**config.mk**
```make
export PLATFORM = sky130hd
export DESIGN_NAME = mul_unit
export DESIGN_NICKNAME = d
export VERILOG_FILES = /design/src/mul_pkg.sv /design/src/mul_unit.sv /design/src/mul_result_select.sv /design/src/mul_datapath.sv /design/src/fifo_nohs.sv /design/src/modn_counter.sv
export SDC_FILE = /design/constraint.sdc
export NUM_CORES = 1
export LEC_CHECK = 0
export ABC_AREA = 0
export BUFFER_PORTS_ARGS = -buffer_cell sky130_fd_sc_hd__buf_2
export CAP_MARGIN = 20
export CORE_ASPECT_RATIO = 1.25
export CORE_MARGIN = 5
export CORE_UTILIZATION = 57
export DETAILED_ROUTE_END_ITERATION = 8
export GPL_TIMING_DRIVEN = 0
export HOLD_SLACK_MARGIN = 0.05
export PLACE_DENSITY = 0.74
export SETUP_SLACK_MARGIN = 0.5
export SLEW_MARGIN = 20
export SYNTH_ARGS = -nofsm -noshare
export SYNTH_HDL_FRONTEND = slang
export SYNTH_SLANG_ARGS = --single-unit
```
**constraint.sdc**
```tcl
create_clock -name clk_i -period 11.8 [get_ports clk_i]
set_input_delay 1.77 -clock clk_i [delete_from_list [all_inputs] [get_ports clk_i]]
set_output_delay 1.77 -clock clk_i [all_outputs]
set_load 0.005 [all_outputs]
```
**src/mul_pkg.sv**
```systemverilog
// Multiply unit package with shared widths, latency, FIFO depth and payload structs
package mul_pkg;

  // --------------------------------------------------
  // Widths and depths
  // --------------------------------------------------

  // Operand width of both multiplier inputs
  localparam int unsigned OPERAND_W = 16;

  // Full product width
  localparam int unsigned PROD_W = 2 * OPERAND_W;

  // Issue tag width, returned unchanged with the result
  localparam int unsigned TAG_W = 4;

  // Datapath register stages between issue and product
  localparam int unsigned MUL_LATENCY = 3;

  // One spare slot so a same-cycle push and pop never see a full FIFO
  localparam int unsigned FIFO_DEPTH = MUL_LATENCY + 1;

  // --------------------------------------------------
  // Payload structs
  // --------------------------------------------------

  // Issue port, one operation per cycle
  typedef struct packed {
    logic                 valid;
    logic                 is_signed;  // Treat a and b as two's complement
    logic                 high;       // Return product[31:16] instead of [15:0]
    logic [TAG_W-1:0]     tag;
    logic [OPERAND_W-1:0] a;
    logic [OPERAND_W-1:0] b;
  } issue_t;

  // Metadata parked in the FIFO while the product is computed
  typedef struct packed {
    logic             high;
    logic [TAG_W-1:0] tag;
  } meta_t;

  // Datapath output
  typedef struct packed {
    logic              valid;
    logic [PROD_W-1:0] product;
  } prod_t;

  // Unit output, tagged product half
  typedef struct packed {
    logic                 valid;
    logic [TAG_W-1:0]     tag;
    logic [OPERAND_W-1:0] value;
  } result_t;

endpackage
```
**src/mul_unit.sv**
```systemverilog
// Pipelined multiply unit top joining the datapath, metadata FIFO and result selector
module mul_unit (
  input  logic             clk_i,
  input  logic             rst_ni,
  input  logic             flush_i,
  input  mul_pkg::issue_t  issue_i,
  output mul_pkg::result_t result_o
);

  // --------------------------------------------------
  // Internal wires
  // --------------------------------------------------

  // Metadata pushed at issue
  mul_pkg::meta_t issue_meta;

  // Metadata at the FIFO head
  mul_pkg::meta_t head_meta;

  // Datapath product
  mul_pkg::prod_t prod;

  // Pop strobe from the selector
  logic meta_pop;

  assign issue_meta.high = issue_i.high;
  assign issue_meta.tag  = issue_i.tag;

  // --------------------------------------------------
  // Instances
  // --------------------------------------------------

  // Operands go down the multiplier
  mul_datapath mul_datapath_inst (
    .clk_i  (clk_i),
    .rst_ni (rst_ni),
    .flush_i(flush_i),
    .issue_i(issue_i),
    .prod_o (prod)
  );

  // Tag and half select wait here, same order as the datapath
  fifo_nohs #(
    .DATA_T(mul_pkg::meta_t),
    .DEPTH (mul_pkg::FIFO_DEPTH)
  ) meta_fifo_inst (
    .clk_i  (clk_i),
    .rst_ni (rst_ni),
    .flush_i(flush_i),
    .push_i (issue_i.valid),
    .pop_i  (meta_pop),
    .data_i (issue_meta),
    .data_o (head_meta)
  );

  // Joins product and metadata
  mul_result_select mul_result_select_inst (
    .clk_i   (clk_i),
    .rst_ni  (rst_ni),
    .prod_i  (prod),
    .meta_i  (head_meta),
    .pop_o   (meta_pop),
    .result_o(result_o)
  );

endmodule

```
**src/mul_result_select.sv**
```systemverilog
// Result selector pairing each product with its metadata and registering the tagged half
module mul_result_select (
  input  logic             clk_i,
  input  logic             rst_ni,
  input  mul_pkg::prod_t   prod_i,
  input  mul_pkg::meta_t   meta_i,
  output logic             pop_o,
  output mul_pkg::result_t result_o
);

  // --------------------------------------------------
  // Metadata pop
  // --------------------------------------------------

  // FIFO head belongs to the product leaving the datapath
  assign pop_o = prod_i.valid;

  // Half picked by the parked high flag
  logic [mul_pkg::OPERAND_W-1:0] half_sel;

  assign half_sel = meta_i.high ? prod_i.product[mul_pkg::PROD_W-1:mul_pkg::OPERAND_W]
                                : prod_i.product[mul_pkg::OPERAND_W-1:0];

  // --------------------------------------------------
  // Output register
  // --------------------------------------------------

  logic                          valid_q;
  logic [mul_pkg::TAG_W-1:0]     tag_q;
  logic [mul_pkg::OPERAND_W-1:0] value_q;

  // Control bit
  always_ff @(posedge clk_i or negedge rst_ni) begin
    if (!rst_ni) begin
      valid_q <= 1'b0;
    end else begin
      valid_q <= prod_i.valid;
    end
  end

  // Payload, held while idle
  always_ff @(posedge clk_i) begin
    if (prod_i.valid) begin
      tag_q   <= meta_i.tag;
      value_q <= half_sel;
    end
  end

  assign result_o.valid = valid_q;
  assign result_o.tag   = tag_q;
  assign result_o.value = value_q;

  // Every result comes from a product one edge earlier that found written metadata
  a_result_from_prod: assert property (
    @(posedge clk_i) disable iff (!rst_ni)
    result_o.valid |-> $past(prod_i.valid && !$isunknown(meta_i))
  ) else $error("result without a preceding product and its metadata");

endmodule

```
**src/mul_datapath.sv**
```systemverilog
// Three-stage pipelined signed/unsigned 16x16 multiplier with per-stage valid and flush
module mul_datapath (
  input  logic            clk_i,
  input  logic            rst_ni,
  input  logic            flush_i,
  input  mul_pkg::issue_t issue_i,
  output mul_pkg::prod_t  prod_o
);

  // Operand plus one extension bit
  localparam int unsigned EXT_W = mul_pkg::OPERAND_W + 1;

  // Product of two extended operands
  localparam int unsigned WIDE_W = 2 * EXT_W;

  // --------------------------------------------------
  // Stage registers
  // --------------------------------------------------

  // Valid chain
  logic s1_valid_q;
  logic s2_valid_q;
  logic s3_valid_q;

  // Stage 1, extended operands
  logic signed [EXT_W-1:0] s1_a_q;
  logic signed [EXT_W-1:0] s1_b_q;

  // Stage 2, full signed product
  logic signed [WIDE_W-1:0] s2_prod_q;

  // Stage 3, product truncated to 32 bits
  logic [mul_pkg::PROD_W-1:0] s3_prod_q;

  // Sign bit only for signed operations, zero otherwise
  logic a_ext;
  logic b_ext;

  assign a_ext = issue_i.is_signed & issue_i.a[mul_pkg::OPERAND_W-1];
  assign b_ext = issue_i.is_signed & issue_i.b[mul_pkg::OPERAND_W-1];

  // Valids shift with the data, flush empties every stage
  always_ff @(posedge clk_i or negedge rst_ni) begin
    if (!rst_ni) begin
      s1_valid_q <= 1'b0;
      s2_valid_q <= 1'b0;
      s3_valid_q <= 1'b0;
    end else if (flush_i) begin
      // Issue in the flush cycle is dropped too
      s1_valid_q <= 1'b0;
      s2_valid_q <= 1'b0;
      s3_valid_q <= 1'b0;
    end else begin
      s1_valid_q <= issue_i.valid;
      s2_valid_q <= s1_valid_q;
      s3_valid_q <= s2_valid_q;
    end
  end

  // Data path, loaded only when the stage input is valid
  always_ff @(posedge clk_i) begin
    if (issue_i.valid) begin
      s1_a_q <= {a_ext, issue_i.a};
      s1_b_q <= {b_ext, issue_i.b};
    end
    if (s1_valid_q) begin
      // 17x17 signed covers both unsigned and signed 16-bit ranges
      s2_prod_q <= s1_a_q * s1_b_q;
    end
    if (s2_valid_q) begin
      s3_prod_q <= s2_prod_q[mul_pkg::PROD_W-1:0];
    end
  end

  // --------------------------------------------------
  // Output
  // --------------------------------------------------

  assign prod_o.valid   = s3_valid_q;
  assign prod_o.product = s3_prod_q;

  // An accepted issue surfaces as a product three edges later unless flushed
  a_issue_to_prod: assert property (
    @(posedge clk_i) disable iff (!rst_ni)
    (issue_i.valid && !flush_i) ##1 !flush_i ##1 !flush_i |=> prod_o.valid
  ) else $error("issued operation did not reach the datapath output");

endmodule

```
**src/fifo_nohs.sv**
```systemverilog
// Handshake-free FIFO with external push and pop, overwriting the oldest entry when full
module fifo_nohs #(
  parameter type         DATA_T = logic [7:0],
  parameter int unsigned DEPTH  = 2
) (
  input  logic  clk_i,
  input  logic  rst_ni,
  input  logic  flush_i,
  input  logic  push_i,
  input  logic  pop_i,
  input  DATA_T data_i,
  output DATA_T data_o
);

  if (DEPTH == 0) begin : gen_bypass
    // No storage, head is the incoming entry
    assign data_o = data_i;
  end else begin : gen_fifo
    // Pointer width, same rule as the counter
    localparam int unsigned PTR_W = (DEPTH > 1) ? $clog2(DEPTH) : 1;

    // --------------------------------------------------
    // Storage and pointers
    // --------------------------------------------------

    // Head points at the oldest entry, tail at the next free slot
    logic [PTR_W-1:0] head_ptr;
    logic [PTR_W-1:0] tail_ptr;

    // One valid bit per slot
    logic [DEPTH-1:0] slot_valid_q;

    // Payload slots
    DATA_T data_q [DEPTH];

    // Tail advances on push, head on pop
    modn_counter #(
      .N(DEPTH)
    ) head_cnt_inst (
      .clk_i  (clk_i),
      .rst_ni (rst_ni),
      .en_i   (pop_i),
      .clr_i  (flush_i),
      .count_o(head_ptr),
      .tc_o   ()
    );

    modn_counter #(
      .N(DEPTH)
    ) tail_cnt_inst (
      .clk_i  (clk_i),
      .rst_ni (rst_ni),
      .en_i   (push_i),
      .clr_i  (flush_i),
      .count_o(tail_ptr),
      .tc_o   ()
    );

    // --------------------------------------------------
    // Slot update
    // --------------------------------------------------

    // Valid bits, push beats pop on the same slot
    always_ff @(posedge clk_i or negedge rst_ni) begin
      if (!rst_ni) begin
        slot_valid_q <= '0;
      end else if (flush_i) begin
        // Dropping valids empties the FIFO
        slot_valid_q <= '0;
      end else begin
        for (int i = 0; i < DEPTH; i++) begin
          if (push_i && (tail_ptr == PTR_W'(i))) begin
            slot_valid_q[i] <= 1'b1;
          end else if (pop_i && (head_ptr == PTR_W'(i))) begin
            slot_valid_q[i] <= 1'b0;
          end
        end
      end
    end

    // Payload write at the tail
    always_ff @(posedge clk_i) begin
      for (int i = 0; i < DEPTH; i++) begin
        if (push_i && !flush_i && (tail_ptr == PTR_W'(i))) begin
          data_q[i] <= data_i;
        end
      end
    end

    // --------------------------------------------------
    // Output
    // --------------------------------------------------

    // Head entry, valid before the popping edge
    assign data_o = data_q[head_ptr];

    // Occupied tail slot means full, a push there would drop the oldest entry
    a_no_push_when_full: assert property (
      @(posedge clk_i) disable iff (!rst_ni || flush_i)
      push_i |-> !slot_valid_q[tail_ptr]
    ) else $error("push into a full FIFO");
  end

endmodule

```
**src/modn_counter.sv**
```systemverilog
// Modulo-N counter with enable, synchronous clear and terminal count flag
module modn_counter #(
  parameter int unsigned N = 4
) (
  input  logic                                clk_i,
  input  logic                                rst_ni,
  input  logic                                en_i,
  input  logic                                clr_i,
  output logic [((N > 1) ? $clog2(N) : 1)-1:0] count_o,
  output logic                                tc_o
);

  // Keep at least one bit for N of 1
  localparam int unsigned CNT_W = (N > 1) ? $clog2(N) : 1;

  // Last value before wrapping
  localparam logic [CNT_W-1:0] LAST = CNT_W'(N - 1);

  logic [CNT_W-1:0] cnt_q;

  // --------------------------------------------------
  // Count register
  // --------------------------------------------------

  // Clear wins over enable
  always_ff @(posedge clk_i or negedge rst_ni) begin
    if (!rst_ni) begin
      cnt_q <= '0;
    end else if (clr_i) begin
      cnt_q <= '0;
    end else if (en_i) begin
      // Explicit wrap, N need not be a power of two
      if (cnt_q == LAST) begin
        cnt_q <= '0;
      end else begin
        cnt_q <= cnt_q + 1'b1;
      end
    end
  end

  assign count_o = cnt_q;

  // High for the whole cycle the count sits at N-1
  assign tc_o = (cnt_q == LAST);

endmodule

```
=== After elaboration in Yosys (flattened, before gate mapping) ===
Memories as Yosys holds them, arrays and structs flattened.
Index checks and enable logic that the tools add are counted.

* Add/sub/neg operators: 2
* Multiply operators: 1
* Div/mod/pow operators: 0
* $lt $le $gt $ge: 0
* Eq/ne operators: 4
* Shift operators: 0
* Multiplexer cells: 27
* Bitwise logic cells: 2
* Reductions and logical operators: 12

{| class="wikitable"
|+ Operator list
! operator !! count
|-
| $mul A17 B17 Y32 || 1
|-
| $mux W2 || 9
|-
| $mux W16 || 1
|-
| $mux W5 || 3
|-
| $reduce_or A5 Y1 || 3
|-
| $mux W1 || 14
|-
| $eq A2 B2 Y1 const B || 3
|-
| $logic_and A1 B1 Y1 || 5
|-
| $add A2 B1 Y2 const B || 2
|-
| $reduce_bool A2 Y1 || 2
|-
| $and A1 B1 Y1 || 2
|-
| $eq A2 B1 Y1 const B || 1
|-
| $logic_not A2 Y1 || 1
|-
| $logic_not A1 Y1 || 1
|}

* Bits in registers: 126
* Latch bits: 0
* Memory bits (writable): 20
* Memory bits (read-only): 0
* Input bits: 42
* Word-level logic and storage cells: 61
* Memories: 1

{| class="wikitable"
|+ Memories
! memory !! words !! bits a word !! read ports !! clocked after memory_dff !! wr ports !! RTL line !! RTL
|-
| meta_fifo_inst.gen_fifo.data_q || 4 || 5 || 1 || 0 || 1 || fifo_nohs.sv:34 || <nowiki>DATA_T data_q [DEPTH];</nowiki>
|}

=== Logic depth before layout (Yosys ltp) ===
Gate-level depths: netlist of run 1.

* Depth in word-level cells: 9
* Depth in mapped cells: 22
* Depth with buffers taken out: 21

=== Modules after synthesis ===
A second synthesis of run 1 with hierarchy kept.

* Cell total of the unflattened synthesis: 1351
* Area, all modules: 15434.8 um^2

{| class="wikitable"
|+ By module, submodules not included
! module !! instances !! cells each !! area each (um^2) !! sequential area each (um^2)
|-
| mul_datapath || 1 || 1264 || 13581.8 || 3017.9
|-
| mul_result_select || 1 || 41 || 889.6 || 625.6
|-
| fifo_nohs || 1 || 30 || 763.2 || 600.6
|-
| modn_counter || 2 || 8 || 100.1 || 50.0
|}

=== Least setup slack after synthesis of run 1 ===
Ideal clock, no wire load.

* Kind: register to register
* Start: register mul_datapath_inst.s1_b_q[8]
* End: register mul_datapath_inst.s2_prod_q[30], data pin
* Library setup time: 261 ps
* Arrival: 5727 ps
* Path slack: 5812 ps
* Cell stages (with the launch flop): 23
* Period minus slack after synthesis: 5988 ps
* Cells stage by stage: edfxtp_1 > clkbuf_1 > nand2_1 > fa_1 > inv_1 > fa_1 > inv_1 > fa_1 > inv_1 > fa_1 > fa_1 > inv_1 > fa_1 > inv_1 > ha_1 > buf_2 > a21oi_1 > nand2_1 > a221o_1 > and3_1 > nor4_4 > a211oi_1 > a311o_1

* Longest elaborated chain between the ends: 1

{| class="wikitable"
|+ Ends and longest elaborated chain
! element !! RTL line !! RTL
|-
| from (decl) || mul_datapath.sv:27 || <nowiki>logic signed [EXT_W-1:0] s1_b_q;</nowiki>
|-
| from (signal assigned) || mul_datapath.sv:64 || <nowiki>s1_b_q <= {b_ext, issue_i.b};</nowiki>
|-
| $mul A17 B17 Y32 || mul_datapath.sv:68 || <nowiki>s2_prod_q <= s1_a_q * s1_b_q;</nowiki>
|-
| to (signal assigned) || mul_datapath.sv:68 ||
|-
| to (decl) || mul_datapath.sv:30 || <nowiki>logic signed [WIDE_W-1:0] s2_prod_q;</nowiki>
|}

Every way passes these cells.
A chain may end at the register's enable or synchronous reset.

=== Final worst setup path of run 1 ===
* Start: register mul_datapath_inst.s1_a_q[8]
* End: register mul_datapath_inst.s2_prod_q[30], data pin

* Longest elaborated chain between the ends: 1

{| class="wikitable"
|+ Ends and longest elaborated chain
! element !! RTL line !! RTL
|-
| from (decl) || mul_datapath.sv:26 || <nowiki>logic signed [EXT_W-1:0] s1_a_q;</nowiki>
|-
| from (signal assigned) || mul_datapath.sv:63 || <nowiki>s1_a_q <= {a_ext, issue_i.a};</nowiki>
|-
| $mul A17 B17 Y32 || mul_datapath.sv:68 ||
|}

Every way passes these cells.

==> key figures, run 1 <==
Layout
  • Area growth from synthesis to final layout: 8.55%
  • Final net count: 1,866
  • Area used by multi-input combinational logic: 9720 sq um
  • Register Area: 4350 sq um
  • Share of cells above drive strength 1: 0.0838
  • Fill count: 2,148

Timing
  • Final period utilization: 0.595
  • Final Max Slew Viols: 0
  • Slew @ Worst Pin: 0.917 ns
  • Slew margin rel.: 0.389
  • RSZ-0062 raised after global routing: no
  • Crit path time final: 7.03 ns
  • Final hold vios: 0
  • TNS Setup: 0 ns
  • Worst Skew: 0.0155 ns
  • Final setup fails: 0
  • Fmax: 142 MHz

Yosys
  • Sequential area share after synthesis: 0.281
  • #FFs+latches synth: 146
  • Synth area leaders: fa_1, edfxtp_1, inv_1
  • Syn_area_per_cell: 11.3 sq um
  • Yosys cell types: 50
  • Area share of the largest cell type after synthesis: 0.365
  • Post-synthesis cell area: 15,500 sq um
  • Post-synth EDFFs: 138
  • Synth top cells by count: inv_1, fa_1, and2_1
  • Synth Warn #: 0
  • Post-synth top area cell: fa_1
  • Count leader, synth: inv_1
  • Fraction of registers with async set or reset after synthesis: 0.0548
  • Post-synth net total: 1,785
  • Post-Synthesis Cells: 1,374
  • Synth Flop Type: edfxtp_1

Routing
  • First-pass iteration count of the detailed router: 5
  • ANT nets after route: 0
  • DRT iter0 DRCs: 714
  • Via count: 9,724
  • WL final: 34.3 mm
  • Number of remaining DRC errors: 0
  • Vias per cell: 5.36
  • Wire per inst: 18.9 microns

Worst setup path
  • Setup crit start kind: flop
  • Crit Path Max Fanout: 10
  • Critical setup path kind: reg2reg
  • Worst Path Required: 11.97 ns
  • Setup crit end kind: flop
  • R2R setup slack: 4.77 ns
  • Worst EP arrival: 7.20 ns

Placement
  • IO Port Bufs: 62
  • HPWL after DPL: 28.1 mm
  • GPL Wtd Cong: 0.976

Floorplanning
  • Rows: 67
  • Initial core utilization: 0.576
  • Full die area: 30,500 sq um
  • Boundary Pins: 63
  • DIE WIDTH: 157 microns
  • Core area: 26,800 sq um
  • Die height: 194 microns

Clock tree
  • CTS root buf: clkbuf_16
  • CTS Buf Count: 17
  • Clock-pin slew on the worst setup and hold paths: 0.07 ns
  • Number of post-CTS setup repair buffers: 0
  • Clock buffer depth: 2
  • Post-CTS sizing: 0
  • CTS hold repair buffers: 0
  • Worst-Skew Late Latency: 0.43 ns
  • H-tree depth: 4
  • Clock Sinks: 146
  • CTS tree: built

Status
  • Status: complete, no violations

Global routing
  • Largest net degree at the start of global routing: 38
  • Initial antenna violation count: 1
  • All-Layer GR Usage: 0.243
  • Vias in the first global route: 11,149
  • Total grt overflow: 0
  • First-pass GRT wire length: 56.9 mm

Job
  • Max Cap Violations: 0

Min path
  • Hold/Removal Path Class: reg2reg
layer usage:
| layer | up-vias | routed length (microns) | track usage |
|---|---|---|---|
| li1 | 4349 | - | - |
| met1 | 4884 | 12900 | 0.293 |
| met2 | 362 | 17300 | 0.417 |
| met3 | 129 | 2030 | 0.0393 |
| met4 | 0 | 2080 | 0.125 |
| met5 | - | 0 | 0 |
metrics by stage:
stage	worst slack (ns)	std cells	instance area [sq um]	util	hold slack [ns]
final	4.77	1814	16800	0.626	0.419
after global routing	4.63	1813	16800	0.625	0.426
after CTS	4.84	1813	16800	0.625	0.420
after detailed placement	4.86	1781	16200	0.604	0.405
after global placement	4.95	1781	16200	0.604	0.403
after floorplan	5.81	1374	15500	-	0.400
cells in the final DEF (no fill, tap or decap), types with 8 or more instances in the layout:
cell type    n
fa_1       282
a21oi_1     18
inv_1      329
buf_2       65
o21ai_0     14
nand2_1    132
ha_1        87
nor2_1      28
nand2b_1     9
a21o_1       8
and2_1     155
edfxtp_1   138
clkbuf_1    37
xnor2_1     28
mux2_2      16
clkbuf_16   17
final timing paths:
kind                       depth (start not counted)                               to                            from
setup / recovery                                  20  mul_datapath_inst.s2_prod_q[30]     mul_datapath_inst.s1_a_q[8]
hold / removal                                     0   mul_datapath_inst.s3_prod_q[3]  mul_datapath_inst.s2_prod_q[3]
setup reg to reg                                  20  mul_datapath_inst.s2_prod_q[30]     mul_datapath_inst.s1_a_q[8]
hold reg to reg                                    0   mul_datapath_inst.s3_prod_q[3]  mul_datapath_inst.s2_prod_q[3]
max in group asynchronous                          1     mul_datapath_inst.s2_valid_q                          rst_ni
min in group asynchronous                          1   mul_result_select_inst.valid_q                          rst_ni
critical path: stages (launching register included):
cell and delay, ns:
edfxtp_1 0.65, clkbuf_1 0.55, nand2_1 0.19, fa_1 0.58, inv_1 0.06, fa_1 0.51
fa_1 0.57, fa_1 0.43, fa_1 0.50, inv_1 0.05, fa_1 0.47, inv_1 0.04
ha_1 0.25, buf_2 0.18, a21oi_1 0.21, nand2_1 0.08, a221o_1 0.38, and3_1 0.24
nor4_4 0.38, a211oi_1 0.14, a311o_1 0.29
logic make-up after synthesis:
group / Yosys count / synth area share
buffers and inverters: 369 / 0.0901
flip-flops: 146 / 0.281
multiplexers: 26 / 0.0222
AO/OA/AOI/OAI: 78 / 0.0342
adder cells (fa/ha/maj): 369 / 0.436
AND/OR/NAND/NOR: 352 / 0.118
XOR/XNOR: 34 / 0.0193
layout make-up:
| class | instances | share of cell area |
|---|---|---|
| multi-input cells | 859 | 0.579 |
| flip-flops and latches | 146 | 0.259 |
| inverters | 329 | 0.0736 |
| well taps | 345 | 0.0257 |
| clock buffers | 18 | 0.0256 |
| repair buffers | 62 | 0.0185 |
| plain buffers | 40 | 0.00939 |
| clock inverters | 14 | 0.00865 |
| diodes | 1 | 0.000149 |
sequential cells by signal, indices dropped and copies added (netlist names):
signal	cells
mul_datapath_inst.s1_a_q	17
mul_datapath_inst.s1_valid_q	1
mul_datapath_inst.s1_b_q	17
mul_result_select_inst.value_q	16
meta_fifo_inst.gen_fifo.tail_cnt_inst.count_o	2
mul_result_select_inst.tag_q	4
mul_datapath_inst.s3_valid_q	1
mul_datapath_inst.s2_prod_q	32
mul_result_select_inst.valid_q	1
mul_datapath_inst.s3_prod_q	32
meta_fifo_inst.gen_fifo.data_q	20
meta_fifo_inst.gen_fifo.head_cnt_inst.count_o	2
mul_datapath_inst.s2_valid_q	1
Power of run 1 is not shown: default switching activity piles up to over one toggle a cycle in this logic, so the estimate is an artifact.
==> run 2, diff against run 1 <==
--- a/config.mk
+++ b/config.mk
@@ -14,7 +14,7 @@
 export DETAILED_ROUTE_END_ITERATION = 8
 export GPL_TIMING_DRIVEN = 0
 export HOLD_SLACK_MARGIN = 0.05
-export PLACE_DENSITY = 0.74
+export PLACE_DENSITY = 0.77
 export SETUP_SLACK_MARGIN = 0.5
 export SLEW_MARGIN = 20
 export SYNTH_ARGS = -nofsm -noshare
==> constraint.sdc (replaced) <==
create_clock -name clk_i -period 6 [get_ports clk_i]
set_input_delay 0.9 -clock clk_i [delete_from_list [all_inputs] [get_ports clk_i]]
set_output_delay 0.9 -clock clk_i [all_outputs]
set_load 0.005 [all_outputs]
==> key figures, run 2 (synthesis results as in run 1) <==
Layout
  • Util after Layout: 0.672 (+0.0469)
  • Area growth from synthesis to final layout: 16.7%
  • Most frequent cells in the layout: inv_1, fa_1, and2_1
  • Share of cells above drive strength 1: 0.203 (+0.119)
  • Biggest regs: mul_datapath_inst.s2_prod_q (32), mul_datapath_inst.s3_prod_q (32), meta_fifo_inst.gen_fifo.data_q (20)
  • Final net count: 1,959 (+5.0%)
  • Most common cell after layout, fill and taps aside: inv_1

Timing
  • RSZ-0062 raised after global routing: yes
  • Final Max Slew Viols: 0 (unchanged)
  • Final period utilization: 1.04 (+0.444)
  • Worst Skew: 0.0194 ns (+0.00385 ns)
  • Crit path setup slack, layout: -0.235 ns (-5.01 ns)
  • Min Hold Slack: 0.312 ns (-0.107 ns)
  • Final setup fails: 8 (+8)
  • Fmax: 160 MHz (+13%)
  • Slew margin rel.: 0.387 (-0.00173)
  • Slew @ Worst Pin: 0.920 ns (+0.00260 ns)
  • Final hold vios: 0 (unchanged)
  • Crit path time final: 6.23 ns (-0.790 ns)

Routing
  • DRT iter0 DRCs: 804 (+13%)
  • WL final: 36.6 mm (+6.7%)
  • First-pass iteration count of the detailed router: 5 (unchanged)
  • ANT nets after route: 0 (unchanged)
  • Vias per cell: 5.46 (+1.8%)
  • Wire per inst: 19.2 microns (+1.5%)
  • Number of remaining DRC errors: 0 (unchanged)
  • Via count: 10,411 (+7.1%)

Clock tree
  • Worst-Skew Late Latency: 0.44 ns (about the same)
  • Clock-pin slew on the worst setup and hold paths: 0.06 ns (about the same)
  • CTS Buf Count: 17 (unchanged)
  • Clock buffer depth: 2 (unchanged)
  • Clock Sinks: 146 (unchanged)
  • CTS tree: built
  • CTS root buf: clkbuf_16
  • CTS hold repair buffers: 0 (unchanged)
  • H-tree depth: 4 (unchanged)

Worst setup path
  • Crit Path Max Fanout: 3 (-7)
  • RR Startpoint: mul_datapath_inst.s1_b_q[6]
  • Setup crit end kind: flop
  • CP Buf/Inv Count: 7 (+2)
  • Crit-path slowest cell: fa_1
  • CP top delay family: adder cells
  • Worst EP arrival: 6.40 ns (-0.80 ns)
  • Critical path destination: mul_datapath_inst.s2_prod_q[26]
  • R2R setup slack: -0.23 ns (-5.01 ns)
  • Worst r2r path cells: 22 (+10%)
  • Critical Path Stages: 22 (+10%)
  • Most frequent CP cell: fa_1
  • Worst Path Required: 6.17 ns (-5.80 ns)
  • Critical setup path kind: reg2reg
  • Setup crit start kind: flop
  • Worst-path cell chain: buf_8, buf_6, and2_4, fa_1, inv_2, fa_1, fa_1, fa_1, inv_1, fa_1, inv_1, fa_1, inv_2, ha_4, a211o_1, o211a_4, a311oi_4, a21oi_2, nor4_4, buf_4, o21bai_1, xnor2_1
  • RR Endpoint: mul_datapath_inst.s2_prod_q[26]
  • Worst path max stage delay: 0.53 ns (-0.12 ns)
  • CP startpoint: mul_datapath_inst.s1_b_q[6]

Global routing
  • First-pass GRT wire length: 59.5 mm (+4.5%)
  • Largest net degree at the start of global routing: 38 (unchanged)
  • Total grt overflow: 0 (unchanged)
  • Vias in the first global route: 11,550 (+3.6%)
  • Initial antenna violation count: 1 (unchanged)
  • All-Layer GR Usage: 0.254 (+0.0111)

Floorplanning
  • Die height: 194 microns (unchanged)
  • Initial core utilization: 0.576 (unchanged)
  • Full die area: 30,500 sq um (unchanged)
  • Rows: 67 (unchanged)
  • Boundary Pins: 63 (unchanged)
  • Core area: 26,800 sq um (unchanged)
  • DIE WIDTH: 157 microns (unchanged)

Status
  • Status: finished with violations
  • Failing checks: setup timing

Job
  • Max Cap Violations: 0 (unchanged)

Placement
  • IO Port Bufs: 62 (unchanged)
  • HPWL after DPL: 27.7 mm (-1.4%)
  • GPL Wtd Cong: 0.952 (-2.5%)

Min path
  • Hold/Removal Path Class: in2async
## run 2: cell count changes in the layout (fill, tap and decap cells not counted), moves of 11 or more
cell      change
clkbuf_8     +11
buf_6        +12
buf_4        +82
fa_1         -11
fa_2         +11
clkbuf_1     -33
ha_1         -11
## run 2: final cells by class
class	count	area, sq um
flip-flops and latches	146	4350
clock inverters	14	143
inverters	329	1230
diodes	2	5.00
repair buffers	155	1050
multi-input cells	859	10100
well taps	345	432
fillers	1941	8790
clock buffers	18	429
plain buffers	40	347
## run 2: how the worst min path moves through the flow
stage,to,slack [ns],depth (start not counted)
2_1_floorplan,mul_datapath_inst.s3_prod_q[0],0.40,0
3_3_place_gp,mul_datapath_inst.s3_prod_q[18],0.40,0
3_5_place_dp,mul_datapath_inst.s3_prod_q[18],0.40,0
4_1_cts,meta_fifo_inst.gen_fifo.tail_cnt_inst.count_o[1],0.30,1
5_1_grt,mul_result_select_inst.valid_q,0.31,1
6_report,meta_fifo_inst.gen_fifo.tail_cnt_inst.count_o[1],0.31,1
## run 2: what timing repair did
action,in CTS,in global routing
pin swaps,43,35
resized for setup,78,26
setup endpoints to repair,19,19
buffers inserted,79,14
## run 2: worst reg2reg max path, delay by kind of cell (launching register included)
family | cells | cell delay [ns]
compound gates | 5 | 1.07
xor+xnor | 1 | 0.14
fa+ha+maj | 7 | 3.12
buf+inv | 7 | 0.65
flops | 1 | 0.45
simple gates | 2 | 0.55
## run 2: routing by layer
metal  track usage  part of all wire  vias to the layer above
li1              -                 -                     4543
met1         0.306              0.37                     5311
met2         0.444              0.51                      413
met3        0.0357             0.057                      142
met4         0.123             0.062                        2
met5             0           0.00036                        -
## run 2: through the flow
step                      TNS (ns)  instance area, sq um  setup slack [ns]  instances
final                        -1.13                 18000            -0.235       1908
after global routing         -2.60                 18000            -0.384       1908
after CTS                   -0.157                 17800            -0.102       1892
after detailed placement     -4.01                 16400            -0.533       1781
after global placement       -3.14                 16400            -0.485       1781
after floorplan                  0                 15700             0.266       1374
Power of run 2 is left out for the same reason.
==> run 3, diff against run 2 <==
--- a/config.mk
+++ b/config.mk
@@ -6,9 +6,9 @@
 export NUM_CORES = 1
 export LEC_CHECK = 0
 export ABC_AREA = 0
+export ABC_CLOCK_PERIOD_IN_PS = 6000
 export BUFFER_PORTS_ARGS = -buffer_cell sky130_fd_sc_hd__buf_2
 export CAP_MARGIN = 20
-export CORE_ASPECT_RATIO = 1.25
 export CORE_MARGIN = 5
 export CORE_UTILIZATION = 57
 export DETAILED_ROUTE_END_ITERATION = 8
==> key figures, run 3 (synthesis results as in run 1) <==
Clock tree
  • Worst-Skew Late Latency: 0.44 ns (about the same)
  • CTS Buf Count: 17 (unchanged)
  • Clock-pin slew on the worst setup and hold paths: 0.07 ns (about the same)
  • Clock buffer depth: 2 (unchanged)
  • CTS tree: built
  • H-tree depth: 4 (unchanged)
  • Clock Sinks: 146 (unchanged)
  • CTS root buf: clkbuf_16

Timing
  • Worst Skew: 0.0165 ns (-0.00291 ns)
  • RSZ-0062 raised after global routing: yes
  • Fmax: 164 MHz (+2.3%)
  • Final setup fails: 6 (-2)
  • Slew margin rel.: 0.406 (+0.0189)
  • Crit path setup slack, layout: -0.0956 ns (+0.139 ns)
  • Final period utilization: 1.02 (-0.0232)
  • Crit path time final: 6.10 ns (-0.139 ns)
  • Final hold vios: 0 (unchanged)
  • Final Max Slew Viols: 0 (unchanged)
  • Slew @ Worst Pin: 0.891 ns (-0.0284 ns)

Layout
  • Most common cell after layout, fill and taps aside: inv_1
  • Final net count: 1,939 (-1.0%)
  • Register Area: 4350 sq um (unchanged)
  • Most frequent cells in the layout: inv_1, fa_1, and2_1
  • Fill count: 1,896 (-2.3%)
  • Area growth from synthesis to final layout: 16.0%
  • N_diodes: 0 (-2)
  • Share of cells above drive strength 1: 0.195 (-0.00775)
  • Biggest regs: mul_datapath_inst.s2_prod_q (32), mul_datapath_inst.s3_prod_q (32), meta_fifo_inst.gen_fifo.data_q (20)
  • Util after Layout: 0.669 (-0.00325)
  • Area used by multi-input combinational logic: 10,100 sq um (about the same)

Worst setup path
  • CP startpoint: mul_datapath_inst.s1_b_q[11]
  • Critical setup path kind: reg2reg
  • RR Startpoint: mul_datapath_inst.s1_b_q[11]
  • Worst path max stage delay: 0.56 ns (+0.03 ns)
  • Worst EP arrival: 6.27 ns (-0.13 ns)
  • Crit-path slowest cell: fa_1
  • Setup crit start kind: flop
  • Most frequent CP cell: fa_1
  • Worst-path cell chain: and2_4, fa_1, inv_2, fa_1, inv_2, fa_1, fa_1, fa_1, inv_1, fa_1, inv_2, ha_4, buf_6, a21oi_4, nand2_1, a221o_1, and3_4, nor4_4, a211oi_2, a311o_1
  • Setup crit end kind: flop
  • Worst Path Required: 6.17 ns (about the same)
  • Crit Path Max Fanout: 4 (+1)

Floorplanning
  • DIE WIDTH: 175 microns (+11%)
  • Boundary Pins: 63 (unchanged)
  • Full die area: 30,500 sq um (about the same)
  • Die height: 175 microns (-10%)
  • Core area: 26,800 sq um (about the same)
  • Initial core utilization: 0.577 (about the same)
  • Rows: 60 (-10%)

Routing
  • First-pass iteration count of the detailed router: 5 (unchanged)
  • Number of remaining DRC errors: 0 (unchanged)
  • ANT nets after route: 0 (unchanged)
  • Wire per inst: 19.3 microns (+0.43%)
  • Via count: 10,273 (-1.3%)
  • DRT iter0 DRCs: 600 (-25%)
  • WL final: 36.3 mm (-0.94%)
  • Vias per cell: 5.46 (about the same)

Job
  • Max Cap Violations: 0 (unchanged)

Global routing
  • Largest net degree at the start of global routing: 38 (unchanged)
  • Total grt overflow: 0 (unchanged)
  • Initial antenna violation count: 0 (-1)
  • Vias in the first global route: 11,523 (-0.23%)
  • First-pass GRT wire length: 59.2 mm (-0.50%)
  • All-Layer GR Usage: 0.248 (-0.00601)

Placement
  • IO Port Bufs: 62 (unchanged)
  • HPWL after DPL: 27.2 mm (-2.0%)
  • GPL Wtd Cong: 0.973 (+2.2%)

Min path
  • Hold/Removal Path Class: in2async

Status
  • Status: finished with violations
  • Failing checks: setup timing
[run 3: cell types whose count changed in the layout (fill, tap and decap cells not counted), sizes merged]
cell / delta
buf: -15
diode: -2
clkbuf: -6
clkinvlp: -1
clkinv: -2
bufinv: +2
inv: +2
[run 3: final timing paths]
| path | endpoint | slack, ns | depth (start not counted) |
|---|---|---|---|
| max | mul_datapath_inst.s2_prod_q[30] | -0.1 | 20 |
| min | mul_result_select_inst.valid_q | 0.30 | 1 |
| max reg2reg | mul_datapath_inst.s2_prod_q[30] | -0.1 | 20 |
| min reg2reg | mul_datapath_inst.s3_prod_q[11] | 0.41 | 0 |
| max in group asynchronous | mul_datapath_inst.s1_valid_q | 5.52 | 1 |
| min in group clk_i | mul_datapath_inst.s3_prod_q[11] | 0.41 | 0 |
[run 3: critical path: cells and delay by family, from the launching register on]
family	cells	cell delay [ns]
adders and majority gates	7	3.24
buffers and inverters	5	0.32
and+or+nand+nor	4	0.85
AOI/OAI and AO/OA	4	0.90
DFF	1	0.53
[run 3: metrics by stage]
step                      hold slack (ns)  cells  setup TNS, ns  area (sq um)  setup WS, ns
after floorplan                     0.400   1374              0         15700         0.266
after global placement              0.401   1777          -2.20         16400        -0.396
after detailed placement            0.405   1777          -3.30         16400        -0.514
after CTS                           0.301   1874         -0.120         17800       -0.0753
after global routing                0.312   1882          -1.61         17900        -0.265
final                               0.302   1882         -0.406         17900       -0.0956
[run 3: timing repair]
item,CTS,global route
endpoints found under the setup margin,19,19
setup buffers,65,8
gates resized for setup,71,38
hold buffers,0,0
pin swaps,45,16
[run 3: area by class of cell]
class / count / area share
inverter: 329 / 0.0689
clock inverter: 15 / 0.0118
timing repair buffer: 135 / 0.0497
clock buffer: 17 / 0.0237
multi-input combinational: 859 / 0.561
buffer: 40 / 0.0191
sequential: 146 / 0.242
tap: 341 / 0.0238
[run 3: layer usage]
metal | wire [microns] | global-route usage | vias up
li1 | - | - | 4497
met1 | 14100 | 0.311 | 5153
met2 | 17400 | 0.415 | 494
met3 | 3110 | 0.0593 | 129
met4 | 1740 | 0.107 | 0
met5 | 0 | 0 | -
Power of run 3 is left out for the same reason.
